### src/hdl/huffman_pkg.sv
package huffman_pkg;

	// ==================================================
	// symbol set and word widths
	// ==================================================
	localparam int NUM_SYMBOLS = 6;
	// one mask bit per symbol, bit k-1 is symbol k
	localparam int MASK_W      = 6;
	localparam int CODE_W      = 8;
	localparam int NUM_ROUNDS  = NUM_SYMBOLS - 1;
	localparam int SORT_PASSES = NUM_SYMBOLS;

	// ==================================================
	// control phases
	// ==================================================
	localparam logic [2:0] PH_IDLE      = 3'd0;
	localparam logic [2:0] PH_RECEIVE   = 3'd1;
	localparam logic [2:0] PH_COUNT_OUT = 3'd2;
	localparam logic [2:0] PH_SORT      = 3'd3;
	localparam logic [2:0] PH_LOAD      = 3'd4;
	localparam logic [2:0] PH_MERGE     = 3'd5;
	localparam logic [2:0] PH_SPLIT     = 3'd6;
	localparam logic [2:0] PH_DONE      = 3'd7;

endpackage

### src/hdl/code_builder.sv
`timescale 1ns/1ps

module code_builder (
	input  logic                                                    clk,
	input  logic                                                    reset,
	input  logic                                                    merge_load,
	input  logic                                                    split_en,
	input  logic [huffman_pkg::NUM_ROUNDS*huffman_pkg::MASK_W-1:0]  pair_hi_mask,
	input  logic [huffman_pkg::NUM_ROUNDS*huffman_pkg::MASK_W-1:0]  pair_lo_mask,
	output logic [huffman_pkg::NUM_SYMBOLS*huffman_pkg::CODE_W-1:0] hc,
	output logic [huffman_pkg::NUM_SYMBOLS*huffman_pkg::CODE_W-1:0] m
);
	import huffman_pkg::*;

	logic [2:0]        rd_ptr;
	logic [MASK_W-1:0] one_mask;
	logic [MASK_W-1:0] zero_mask;

	assign one_mask = pair_hi_mask[rd_ptr*MASK_W +: MASK_W];
	assign zero_mask = pair_lo_mask[rd_ptr*MASK_W +: MASK_W];

	// walk from the root round down to the first round
	always_ff @(posedge clk) begin
		if (reset)
			rd_ptr <= '0;
		else if (merge_load)
			rd_ptr <= 3'(NUM_ROUNDS - 1);
		else if (split_en && rd_ptr != '0)
			rd_ptr <= rd_ptr - 3'd1;
	end

	// each level shifts one code bit in at the low end
	always_ff @(posedge clk) begin
		if (reset) begin
			hc <= '0;
			m <= '0;
		end else if (split_en) begin
			for (int s = 0; s < NUM_SYMBOLS; s++) begin
				if (one_mask[s] || zero_mask[s]) begin
					hc[s*CODE_W +: CODE_W] <= {hc[s*CODE_W +: CODE_W-1], one_mask[s]};
					m[s*CODE_W +: CODE_W] <= {m[s*CODE_W +: CODE_W-1], 1'b1};
				end
			end
		end
	end

endmodule

### src/hdl/huffman_ctrl.sv
`timescale 1ns/1ps

module huffman_ctrl (
	input  logic clk,
	input  logic reset,
	input  logic gray_valid,
	output logic count_en,
	output logic sort_load,
	output logic sort_en,
	output logic merge_load,
	output logic merge_en,
	output logic split_en,
	output logic cnt_valid,
	output logic code_valid
);
	import huffman_pkg::*;

	logic [2:0] phase;
	logic [2:0] phase_next;
	logic [2:0] step;
	logic       step_last;

	// end of the fixed-length phases
	always_comb begin
		case (phase)
			PH_SORT:  step_last = (step == 3'(SORT_PASSES - 1));
			PH_MERGE: step_last = (step == 3'(NUM_ROUNDS - 1));
			PH_SPLIT: step_last = (step == 3'(NUM_ROUNDS - 1));
			default:  step_last = 1'b0;
		endcase
	end

	always_comb begin
		case (phase)
			PH_IDLE:      phase_next = gray_valid ? PH_RECEIVE : PH_IDLE;
			PH_RECEIVE:   phase_next = gray_valid ? PH_RECEIVE : PH_COUNT_OUT;
			PH_COUNT_OUT: phase_next = PH_SORT;
			PH_SORT:      phase_next = step_last ? PH_LOAD : PH_SORT;
			PH_LOAD:      phase_next = PH_MERGE;
			PH_MERGE:     phase_next = step_last ? PH_SPLIT : PH_MERGE;
			PH_SPLIT:     phase_next = step_last ? PH_DONE : PH_SPLIT;
			// results held until reset
			default:      phase_next = PH_DONE;
		endcase
	end

	always_ff @(posedge clk) begin
		if (reset) begin
			phase <= PH_IDLE;
			step <= '0;
			code_valid <= 1'b0;
		end else begin
			phase <= phase_next;
			// step restarts with every phase change
			if (phase_next != phase)
				step <= '0;
			else if (phase == PH_SORT || phase == PH_MERGE || phase == PH_SPLIT)
				step <= step + 3'd1;
			if (phase == PH_SPLIT && step_last)
				code_valid <= 1'b1;
		end
	end

	// strobes straight from the phase
	assign count_en   = (phase == PH_IDLE) || (phase == PH_RECEIVE);
	assign sort_load  = (phase == PH_COUNT_OUT);
	assign sort_en    = (phase == PH_SORT);
	assign merge_load = (phase == PH_LOAD);
	assign merge_en   = (phase == PH_MERGE);
	assign split_en   = (phase == PH_SPLIT);
	assign cnt_valid  = (phase == PH_COUNT_OUT);

endmodule

### src/hdl/huffman_top.sv
`timescale 1ns/1ps

module huffman_top #(
	parameter int COUNT_W = 8
) (
	input  logic                                                    clk,
	input  logic                                                    reset,
	input  logic                                                    gray_valid,
	input  logic [7:0]                                              gray_data,
	output logic                                                    cnt_valid,
	output logic [huffman_pkg::NUM_SYMBOLS*COUNT_W-1:0]              cnt,
	output logic                                                    code_valid,
	output logic [huffman_pkg::NUM_SYMBOLS*huffman_pkg::CODE_W-1:0] hc,
	output logic [huffman_pkg::NUM_SYMBOLS*huffman_pkg::CODE_W-1:0] m
);
	import huffman_pkg::*;

	logic                                count_en;
	logic                                sort_load;
	logic                                sort_en;
	logic                                merge_load;
	logic                                merge_en;
	logic                                split_en;
	logic [NUM_SYMBOLS*(COUNT_W+3)-1:0]  sorted_cnt;
	logic [NUM_SYMBOLS*MASK_W-1:0]       sorted_mask;
	logic [NUM_ROUNDS*MASK_W-1:0]        pair_hi_mask;
	logic [NUM_ROUNDS*MASK_W-1:0]        pair_lo_mask;

	huffman_ctrl u_ctrl (
		.clk        (clk),
		.reset      (reset),
		.gray_valid (gray_valid),
		.count_en   (count_en),
		.sort_load  (sort_load),
		.sort_en    (sort_en),
		.merge_load (merge_load),
		.merge_en   (merge_en),
		.split_en   (split_en),
		.cnt_valid  (cnt_valid),
		.code_valid (code_valid)
	);

	symbol_counter #(.COUNT_W(COUNT_W)) u_counter (
		.clk        (clk),
		.reset      (reset),
		.count_en   (count_en),
		.gray_valid (gray_valid),
		.gray_data  (gray_data),
		.cnt        (cnt)
	);

	node_sorter #(.COUNT_W(COUNT_W)) u_sorter (
		.clk         (clk),
		.reset       (reset),
		.sort_load   (sort_load),
		.sort_en     (sort_en),
		.cnt         (cnt),
		.sorted_cnt  (sorted_cnt),
		.sorted_mask (sorted_mask)
	);

	merge_engine #(.COUNT_W(COUNT_W)) u_merge (
		.clk          (clk),
		.reset        (reset),
		.merge_load   (merge_load),
		.merge_en     (merge_en),
		.sorted_cnt   (sorted_cnt),
		.sorted_mask  (sorted_mask),
		.pair_hi_mask (pair_hi_mask),
		.pair_lo_mask (pair_lo_mask)
	);

	code_builder u_builder (
		.clk          (clk),
		.reset        (reset),
		.merge_load   (merge_load),
		.split_en     (split_en),
		.pair_hi_mask (pair_hi_mask),
		.pair_lo_mask (pair_lo_mask),
		.hc           (hc),
		.m            (m)
	);

endmodule

### src/hdl/merge_engine.sv
`timescale 1ns/1ps

module merge_engine #(
	parameter int COUNT_W = 8
) (
	input  logic                                             clk,
	input  logic                                             reset,
	input  logic                                             merge_load,
	input  logic                                             merge_en,
	input  logic [huffman_pkg::NUM_SYMBOLS*(COUNT_W+3)-1:0]   sorted_cnt,
	input  logic [huffman_pkg::NUM_SYMBOLS*huffman_pkg::MASK_W-1:0] sorted_mask,
	output logic [huffman_pkg::NUM_ROUNDS*huffman_pkg::MASK_W-1:0]  pair_hi_mask,
	output logic [huffman_pkg::NUM_ROUNDS*huffman_pkg::MASK_W-1:0]  pair_lo_mask
);
	import huffman_pkg::*;

	localparam int NODE_W = COUNT_W + 3;

	logic [NODE_W-1:0] cnt_q    [NUM_SYMBOLS];
	logic [MASK_W-1:0] mask_q   [NUM_SYMBOLS];
	// list padded with two filler slots
	logic [NODE_W-1:0] ext_cnt  [NUM_SYMBOLS+2];
	logic [MASK_W-1:0] ext_mask [NUM_SYMBOLS+2];
	logic [NODE_W-1:0] nxt_cnt  [NUM_SYMBOLS];
	logic [MASK_W-1:0] nxt_mask [NUM_SYMBOLS];
	logic [NODE_W-1:0] sum_cnt;
	logic [MASK_W-1:0] sum_mask;
	logic [2:0]        ins_pos;
	logic [2:0]        round_ptr;
	logic [MASK_W-1:0] hi_q     [NUM_ROUNDS];
	logic [MASK_W-1:0] lo_q     [NUM_ROUNDS];

	function automatic logic precedes(input logic [NODE_W-1:0] a_cnt,
		input logic [MASK_W-1:0] a_mask, input logic [NODE_W-1:0] b_cnt,
		input logic [MASK_W-1:0] b_mask);
		return (a_cnt < b_cnt) || ((a_cnt == b_cnt) && (a_mask > b_mask));
	endfunction

	assign sum_cnt = cnt_q[0] + cnt_q[1];
	assign sum_mask = mask_q[0] | mask_q[1];

	// ==================================================
	// rebuild: drop the front pair, insert the merged node
	// ==================================================
	always_comb begin
		for (int k = 0; k < NUM_SYMBOLS + 2; k++) begin
			// filler sorts behind every real node
			ext_cnt[k] = '1;
			ext_mask[k] = '0;
		end
		for (int k = 0; k < NUM_SYMBOLS; k++) begin
			ext_cnt[k] = cnt_q[k];
			ext_mask[k] = mask_q[k];
		end
		ins_pos = '0;
		for (int k = 2; k < NUM_SYMBOLS; k++) begin
			if (precedes(cnt_q[k], mask_q[k], sum_cnt, sum_mask))
				ins_pos = ins_pos + 3'd1;
		end
		for (int j = 0; j < NUM_SYMBOLS; j++) begin
			if (3'(j) < ins_pos) begin
				nxt_cnt[j] = ext_cnt[j+2];
				nxt_mask[j] = ext_mask[j+2];
			end else if (3'(j) == ins_pos) begin
				nxt_cnt[j] = sum_cnt;
				nxt_mask[j] = sum_mask;
			end else begin
				nxt_cnt[j] = ext_cnt[j+1];
				nxt_mask[j] = ext_mask[j+1];
			end
		end
	end

	always_ff @(posedge clk) begin
		if (merge_load) begin
			for (int i = 0; i < NUM_SYMBOLS; i++) begin
				cnt_q[i] <= sorted_cnt[i*NODE_W +: NODE_W];
				mask_q[i] <= sorted_mask[i*MASK_W +: MASK_W];
			end
		end else if (merge_en) begin
			cnt_q <= nxt_cnt;
			mask_q <= nxt_mask;
			// front slot takes the 1 branch
			hi_q[round_ptr] <= mask_q[0];
			lo_q[round_ptr] <= mask_q[1];
		end
	end

	always_ff @(posedge clk) begin
		if (reset || merge_load)
			round_ptr <= '0;
		else if (merge_en)
			round_ptr <= round_ptr + 3'd1;
	end

	for (genvar g = 0; g < NUM_ROUNDS; g++) begin : g_flat
		assign pair_hi_mask[g*MASK_W +: MASK_W] = hi_q[g];
		assign pair_lo_mask[g*MASK_W +: MASK_W] = lo_q[g];
	end

endmodule

### src/hdl/node_sorter.sv
`timescale 1ns/1ps

module node_sorter #(
	parameter int COUNT_W = 8
) (
	input  logic                                             clk,
	input  logic                                             reset,
	input  logic                                             sort_load,
	input  logic                                             sort_en,
	input  logic [huffman_pkg::NUM_SYMBOLS*COUNT_W-1:0]       cnt,
	output logic [huffman_pkg::NUM_SYMBOLS*(COUNT_W+3)-1:0]   sorted_cnt,
	output logic [huffman_pkg::NUM_SYMBOLS*huffman_pkg::MASK_W-1:0] sorted_mask
);
	import huffman_pkg::*;

	localparam int NODE_W = COUNT_W + 3;

	logic [NODE_W-1:0] cnt_q    [NUM_SYMBOLS];
	logic [MASK_W-1:0] mask_q   [NUM_SYMBOLS];
	logic [NODE_W-1:0] nxt_cnt  [NUM_SYMBOLS];
	logic [MASK_W-1:0] nxt_mask [NUM_SYMBOLS];
	logic              odd_pass;

	// smaller count first, on a tie the larger mask first
	function automatic logic precedes(input logic [NODE_W-1:0] a_cnt,
		input logic [MASK_W-1:0] a_mask, input logic [NODE_W-1:0] b_cnt,
		input logic [MASK_W-1:0] b_mask);
		return (a_cnt < b_cnt) || ((a_cnt == b_cnt) && (a_mask > b_mask));
	endfunction

	// one transposition pass, even pairs then odd pairs
	always_comb begin
		nxt_cnt = cnt_q;
		nxt_mask = mask_q;
		for (int i = 0; i < NUM_SYMBOLS - 1; i++) begin
			if (i[0] == odd_pass && precedes(cnt_q[i+1], mask_q[i+1], cnt_q[i], mask_q[i])) begin
				nxt_cnt[i] = cnt_q[i+1];
				nxt_mask[i] = mask_q[i+1];
				nxt_cnt[i+1] = cnt_q[i];
				nxt_mask[i+1] = mask_q[i];
			end
		end
	end

	always_ff @(posedge clk) begin
		if (sort_load) begin
			for (int i = 0; i < NUM_SYMBOLS; i++) begin
				cnt_q[i] <= NODE_W'(cnt[i*COUNT_W +: COUNT_W]);
				mask_q[i] <= MASK_W'(1) << i;
			end
		end else if (sort_en) begin
			cnt_q <= nxt_cnt;
			mask_q <= nxt_mask;
		end
	end

	always_ff @(posedge clk) begin
		if (reset || sort_load)
			odd_pass <= 1'b0;
		else if (sort_en)
			odd_pass <= ~odd_pass;
	end

	for (genvar g = 0; g < NUM_SYMBOLS; g++) begin : g_flat
		assign sorted_cnt[g*NODE_W +: NODE_W] = cnt_q[g];
		assign sorted_mask[g*MASK_W +: MASK_W] = mask_q[g];
	end

endmodule

### src/hdl/symbol_counter.sv
`timescale 1ns/1ps

module symbol_counter #(
	parameter int COUNT_W = 8
) (
	input  logic                                       clk,
	input  logic                                       reset,
	input  logic                                       count_en,
	input  logic                                       gray_valid,
	input  logic [7:0]                                 gray_data,
	output logic [huffman_pkg::NUM_SYMBOLS*COUNT_W-1:0] cnt
);
	import huffman_pkg::*;

	// one counter per symbol, values outside 1..6 match none
	always_ff @(posedge clk) begin
		if (reset) begin
			cnt <= '0;
		end else if (count_en && gray_valid) begin
			for (int s = 0; s < NUM_SYMBOLS; s++) begin
				// hold at all ones
				if (gray_data == 8'(s + 1) && cnt[s*COUNT_W +: COUNT_W] != {COUNT_W{1'b1}})
					cnt[s*COUNT_W +: COUNT_W] <= cnt[s*COUNT_W +: COUNT_W] + COUNT_W'(1);
			end
		end
	end

endmodule

### config.mk
export PLATFORM = sky130hd
export DESIGN_NAME = huffman_top
export DESIGN_NICKNAME = d
export VERILOG_FILES = /design/src/hdl/huffman_pkg.sv /design/src/hdl/code_builder.sv /design/src/hdl/huffman_ctrl.sv /design/src/hdl/huffman_top.sv /design/src/hdl/merge_engine.sv /design/src/hdl/node_sorter.sv /design/src/hdl/symbol_counter.sv
export SDC_FILE = /design/constraint.sdc
export NUM_CORES = 1
export LEC_CHECK = 0
export BUFFER_PORTS_ARGS = -buffer_cell sky130_fd_sc_hd__buf_2
export CAP_MARGIN = 20
export CORE_AREA = 2 2 274 141
export DETAILED_ROUTE_END_ITERATION = 10
export DIE_AREA = 0 0 276 143
export PLACE_DENSITY = 0.81
export SLEW_MARGIN = 10
export SYNTH_ARGS = -nofsm -noshare
export SYNTH_HDL_FRONTEND = slang
export SYNTH_SLANG_ARGS = --single-unit
### constraint.sdc
create_clock -name clk -period 8.76 [get_ports clk]
set_input_delay 0.438 -clock clk [delete_from_list [all_inputs] [get_ports clk]]
set_output_delay 0.438 -clock clk [all_outputs]
set_load 0.005 [all_outputs]
==> summary.txt <==
Drt
  • Via count: 18.87k
  • Drt total wl: 68.67 mm
  • Via density per instance: 6.645
  • Post-DRT Antenna Nets: 0
  • First DRT Iteration DRCs: 3,092
  • Drt pass-1 iters: 6
  • DR WL/cell: 24.18 um
  • Drt drc: 0

Setup path
  • Slowest stage cell, crit path: o31a_1
  • Worst reg2reg path endpoint: u_merge.cnt_q[33]
  • R2R Setup Slk: 0.45 ns
  • Crit path DAT: 8.61 ns
  • Critical Path Start Type: register
  • R2R Path Start: u_merge.cnt_q[45]
  • Crit-path max cell delay: 0.69 ns
  • CP dominant cell by count: ha_1
  • Crit Path Class: register to register
  • CP endpoint: u_merge.cnt_q[33]
  • Crit-path max FO: 33
  • CP startpoint: u_merge.cnt_q[45]
  • Critical Path RT: 9.06 ns
  • Reg2Reg Depth: 28
  • Nature of the critical path endpoint: register

CTS
  • Maximum buffer depth of the clock tree: 3
  • Hold buffers post-CTS: 0
  • Clock Pin Slew Worst Setup and Hold Paths: 0.07 ns
  • H-tree Lvls: 2
  • Num CTS Buffers: 38
  • TritonCTS clock tree: done
  • Worst-Skew Late Latency: 0.56 ns
  • Post-CTS Setup Bufs: 0
  • Root buf cell: clkbuf_16
  • CTS resizes: 0
  • Clock Sinks: 422

Logic synthesis
  • Number of synthesized flops with an enable pin: 210
  • Ys async rst share: 0%
  • Mapped Area: 22,300 um2
  • Synth Net Count: 2,381
  • Post-synthesis cell count: 2,204
  • Top cell type's share of synthesized area: 28.27%
  • Avg Inst Size Synth: 10.12 um2
  • Yosys reg bits: 422
  • Commonest cells post-synth: 254 x nor2_1, 212 x dfxtp_1, 210 x edfxtp_1
  • Most numerous cell in the Yosys netlist: nor2_1
  • Synth area leader: edfxtp_1
  • Area contributors post-synth: edfxtp_1 28%, dfxtp_1 19%, ha_1 9.3%
  • Count of cell types in the netlist: 85
  • Synth Flop Type: dfxtp_1
  • Seq/Total Area, Yosys: 47.30%
  • Yosys warning count: 0

Global route
  • Met1 Use GR: 50.04%
  • Gr ovfl total: 0
  • First-pass GRT wire length: 102.9 mm
  • GRT busiest layer: met1
  • Met3 Resource Use GR: 11.85%
  • Largest net degree at the start of global routing: 104
  • GRT Util Overall: 33.65%
  • Vias in the first global route: 17.53k
  • Initial antenna violation count: 0
  • GR met2 Demand/Resource: 46.89%

Finish
  • Nets@finish: 2,495
  • # diodes: 0
  • P&R area growth vs syn: 11.66%
  • Util after Layout: 67.47%
  • Fraction of layout cells with a size suffix above 1: 13.17%

STA
  • Final-report hold violation count: 0
  • Final Cycle Share: 94.84%
  • Worst-Margin Slew: 1.158 ns
  • Max-slew violations: 0
  • RSZ-0062 raised after global routing: false
  • Finish-stage setup viols: 0
  • Clk_skew: 0.02205 ns
  • Max Clk Rate: 120.4 MHz
  • Clock period minus worst slack: 8.308 ns
  • Relative slew margins: 22.74%
  • Total negative slack: 0 ns

Die
  • Die area: 39,470 um2
  • Initial core utilization: 60.42%
  • Die height: 143 um
  • Row cnt: 50
  • Core area: 36,910 um2
  • Die width: 276 um
  • Num ports: 157

Worst hold path
  • Hold/Removal Path Class: primary input to register

Placed design
  • Number of port buffers: 156
  • Gp weighted congestion: 0.9644
  • Dpl hpwl: 49.73 mm

Power
  • Total Power: 4.421 mW
  • Peak supply drop: 118.9 uV
  • PD cells: 177.5 nW/um2
  • Pleak: 9.752 nW

Status
  • Status: finished, final reports clean

Job
  • Maxcap violations: 0
[cells by family (layout without fill, tap and decap cells)]
family          after synthesis  in the layout  synth area share (%)
buf+inv                     257            399                 4.482
mux                         135            135                 6.732
xor+xnor                     56             56                 2.199
fa+ha+maj                   172            172                 9.621
compound gates              565            565                 17.32
simple gates                597            597                 12.34
flops                       422            422                 47.30
[sequential cells by signal, indices dropped and copies added, names as in the netlist]
| signal | flops |
|---|---|
| u_merge.round_ptr | 3 |
| u_merge.ext_mask | 36 |
| u_ctrl.step | 3 |
| u_merge.hi_q | 30 |
| u_merge.lo_q | 30 |
| u_builder.rd_ptr | 3 |
| u_builder.m | 48 |
| u_ctrl.phase | 3 |
| u_merge.cnt_q | 66 |
| u_sorter.sorted_mask | 36 |
| u_builder.hc | 48 |
| u_sorter.odd_pass | 1 |
| u_sorter.sorted_cnt | 66 |
| u_ctrl.code_valid | 1 |
| u_counter.cnt | 48 |
[worst min path at each step]
stage	start	slack, ns	cells past startpoint	end
floorplan	u_ctrl.code_valid	0.46	2	u_ctrl.code_valid
global placement	u_ctrl.code_valid	0.45	2	u_ctrl.code_valid
detailed placement	u_ctrl.code_valid	0.48	2	u_ctrl.code_valid
CTS	gray_valid	0.32	4	u_ctrl.phase[1]
global route	gray_valid	0.34	4	u_ctrl.phase[1]
finish	gray_valid	0.33	4	u_ctrl.phase[1]
[metal layers]
layer | routed length (um) | vias to the layer above
met4 | 1278 | 0
met5 | 0 | -
met3 | 10280 | 120
li1 | - | 8378
met2 | 28210 | 1288
met1 | 28910 | 9086
[cell usage in the layout, fill, tap and decap left out, types with 11 or more instances in the layout]
cell / count
a211oi_1: 11
a21o_1: 24
o21ai_1: 15
and3_1: 14
a22oi_1: 61
nor3_1: 36
o2bb2ai_1: 16
nand2_1: 118
mux2i_1: 123
clkbuf_16: 40
a21oi_1: 108
clkbuf_8: 11
o21a_1: 29
o21ai_0: 109
dfxtp_1: 212
o221ai_1: 12
nor2_1: 252
buf_4: 33
o22ai_1: 37
nand3_1: 40
buf_2: 157
xnor2_1: 25
or3_1: 23
nand2b_1: 14
edfxtp_1: 210
xor2_1: 29
nor2b_1: 20
a221oi_1: 18
nand4_1: 34
inv_1: 135
ha_1: 165
a221o_1: 35
o22a_1: 11
mux4_2: 12
[report_power, final]
part / internal [mW] / total, mW / switching (mW)
clock network: 0.966 / 1.75 / 0.788
logic: 0.166 / 0.463 / 0.297
registers: 2.11 / 2.20 / 0.0908
total: 3.25 / 4.42 / 1.18
[through the flow]
step,cell area [um2],instances,hold WS (ns),setup WS (ns)
2_1_floorplan,22300,2204,0.4636,2.485
3_3_place_gp,23570,2766,0.4520,1.107
3_5_place_dp,23580,2767,0.4773,0.7063
4_1_cts,24860,2835,0.3198,0.6558
5_1_grt,24900,2840,0.3395,0.07268
6_report,24900,2840,0.3322,0.4522
[worst max-delay path: cells and delay by family, from the launching register on]
| kind | cells | cell delay [ns] |
|---|---|---|
| flops | 1 | 0.42 |
| buf+inv | 4 | 0.96 |
| xor+xnor | 2 | 0.86 |
| fa+ha+maj | 6 | 2.08 |
| simple gates | 6 | 0.96 |
| compound gates | 10 | 2.73 |
[layout make-up]
| cell class | instances | area, um2 |
|---|---|---|
| Fill cell | 2717 | 12010 |
| Tap cell | 494 | 618.1 |
| Clock inverter | 12 | 108.9 |
| Sequential cell | 422 | 10550 |
| Multi-Input combinational cell | 1525 | 10870 |
| Timing Repair Buffer | 192 | 1056 |
| Inverter | 139 | 526.8 |
| Clock buffer | 56 | 1171 |
(Power assumes the default switching activity.)
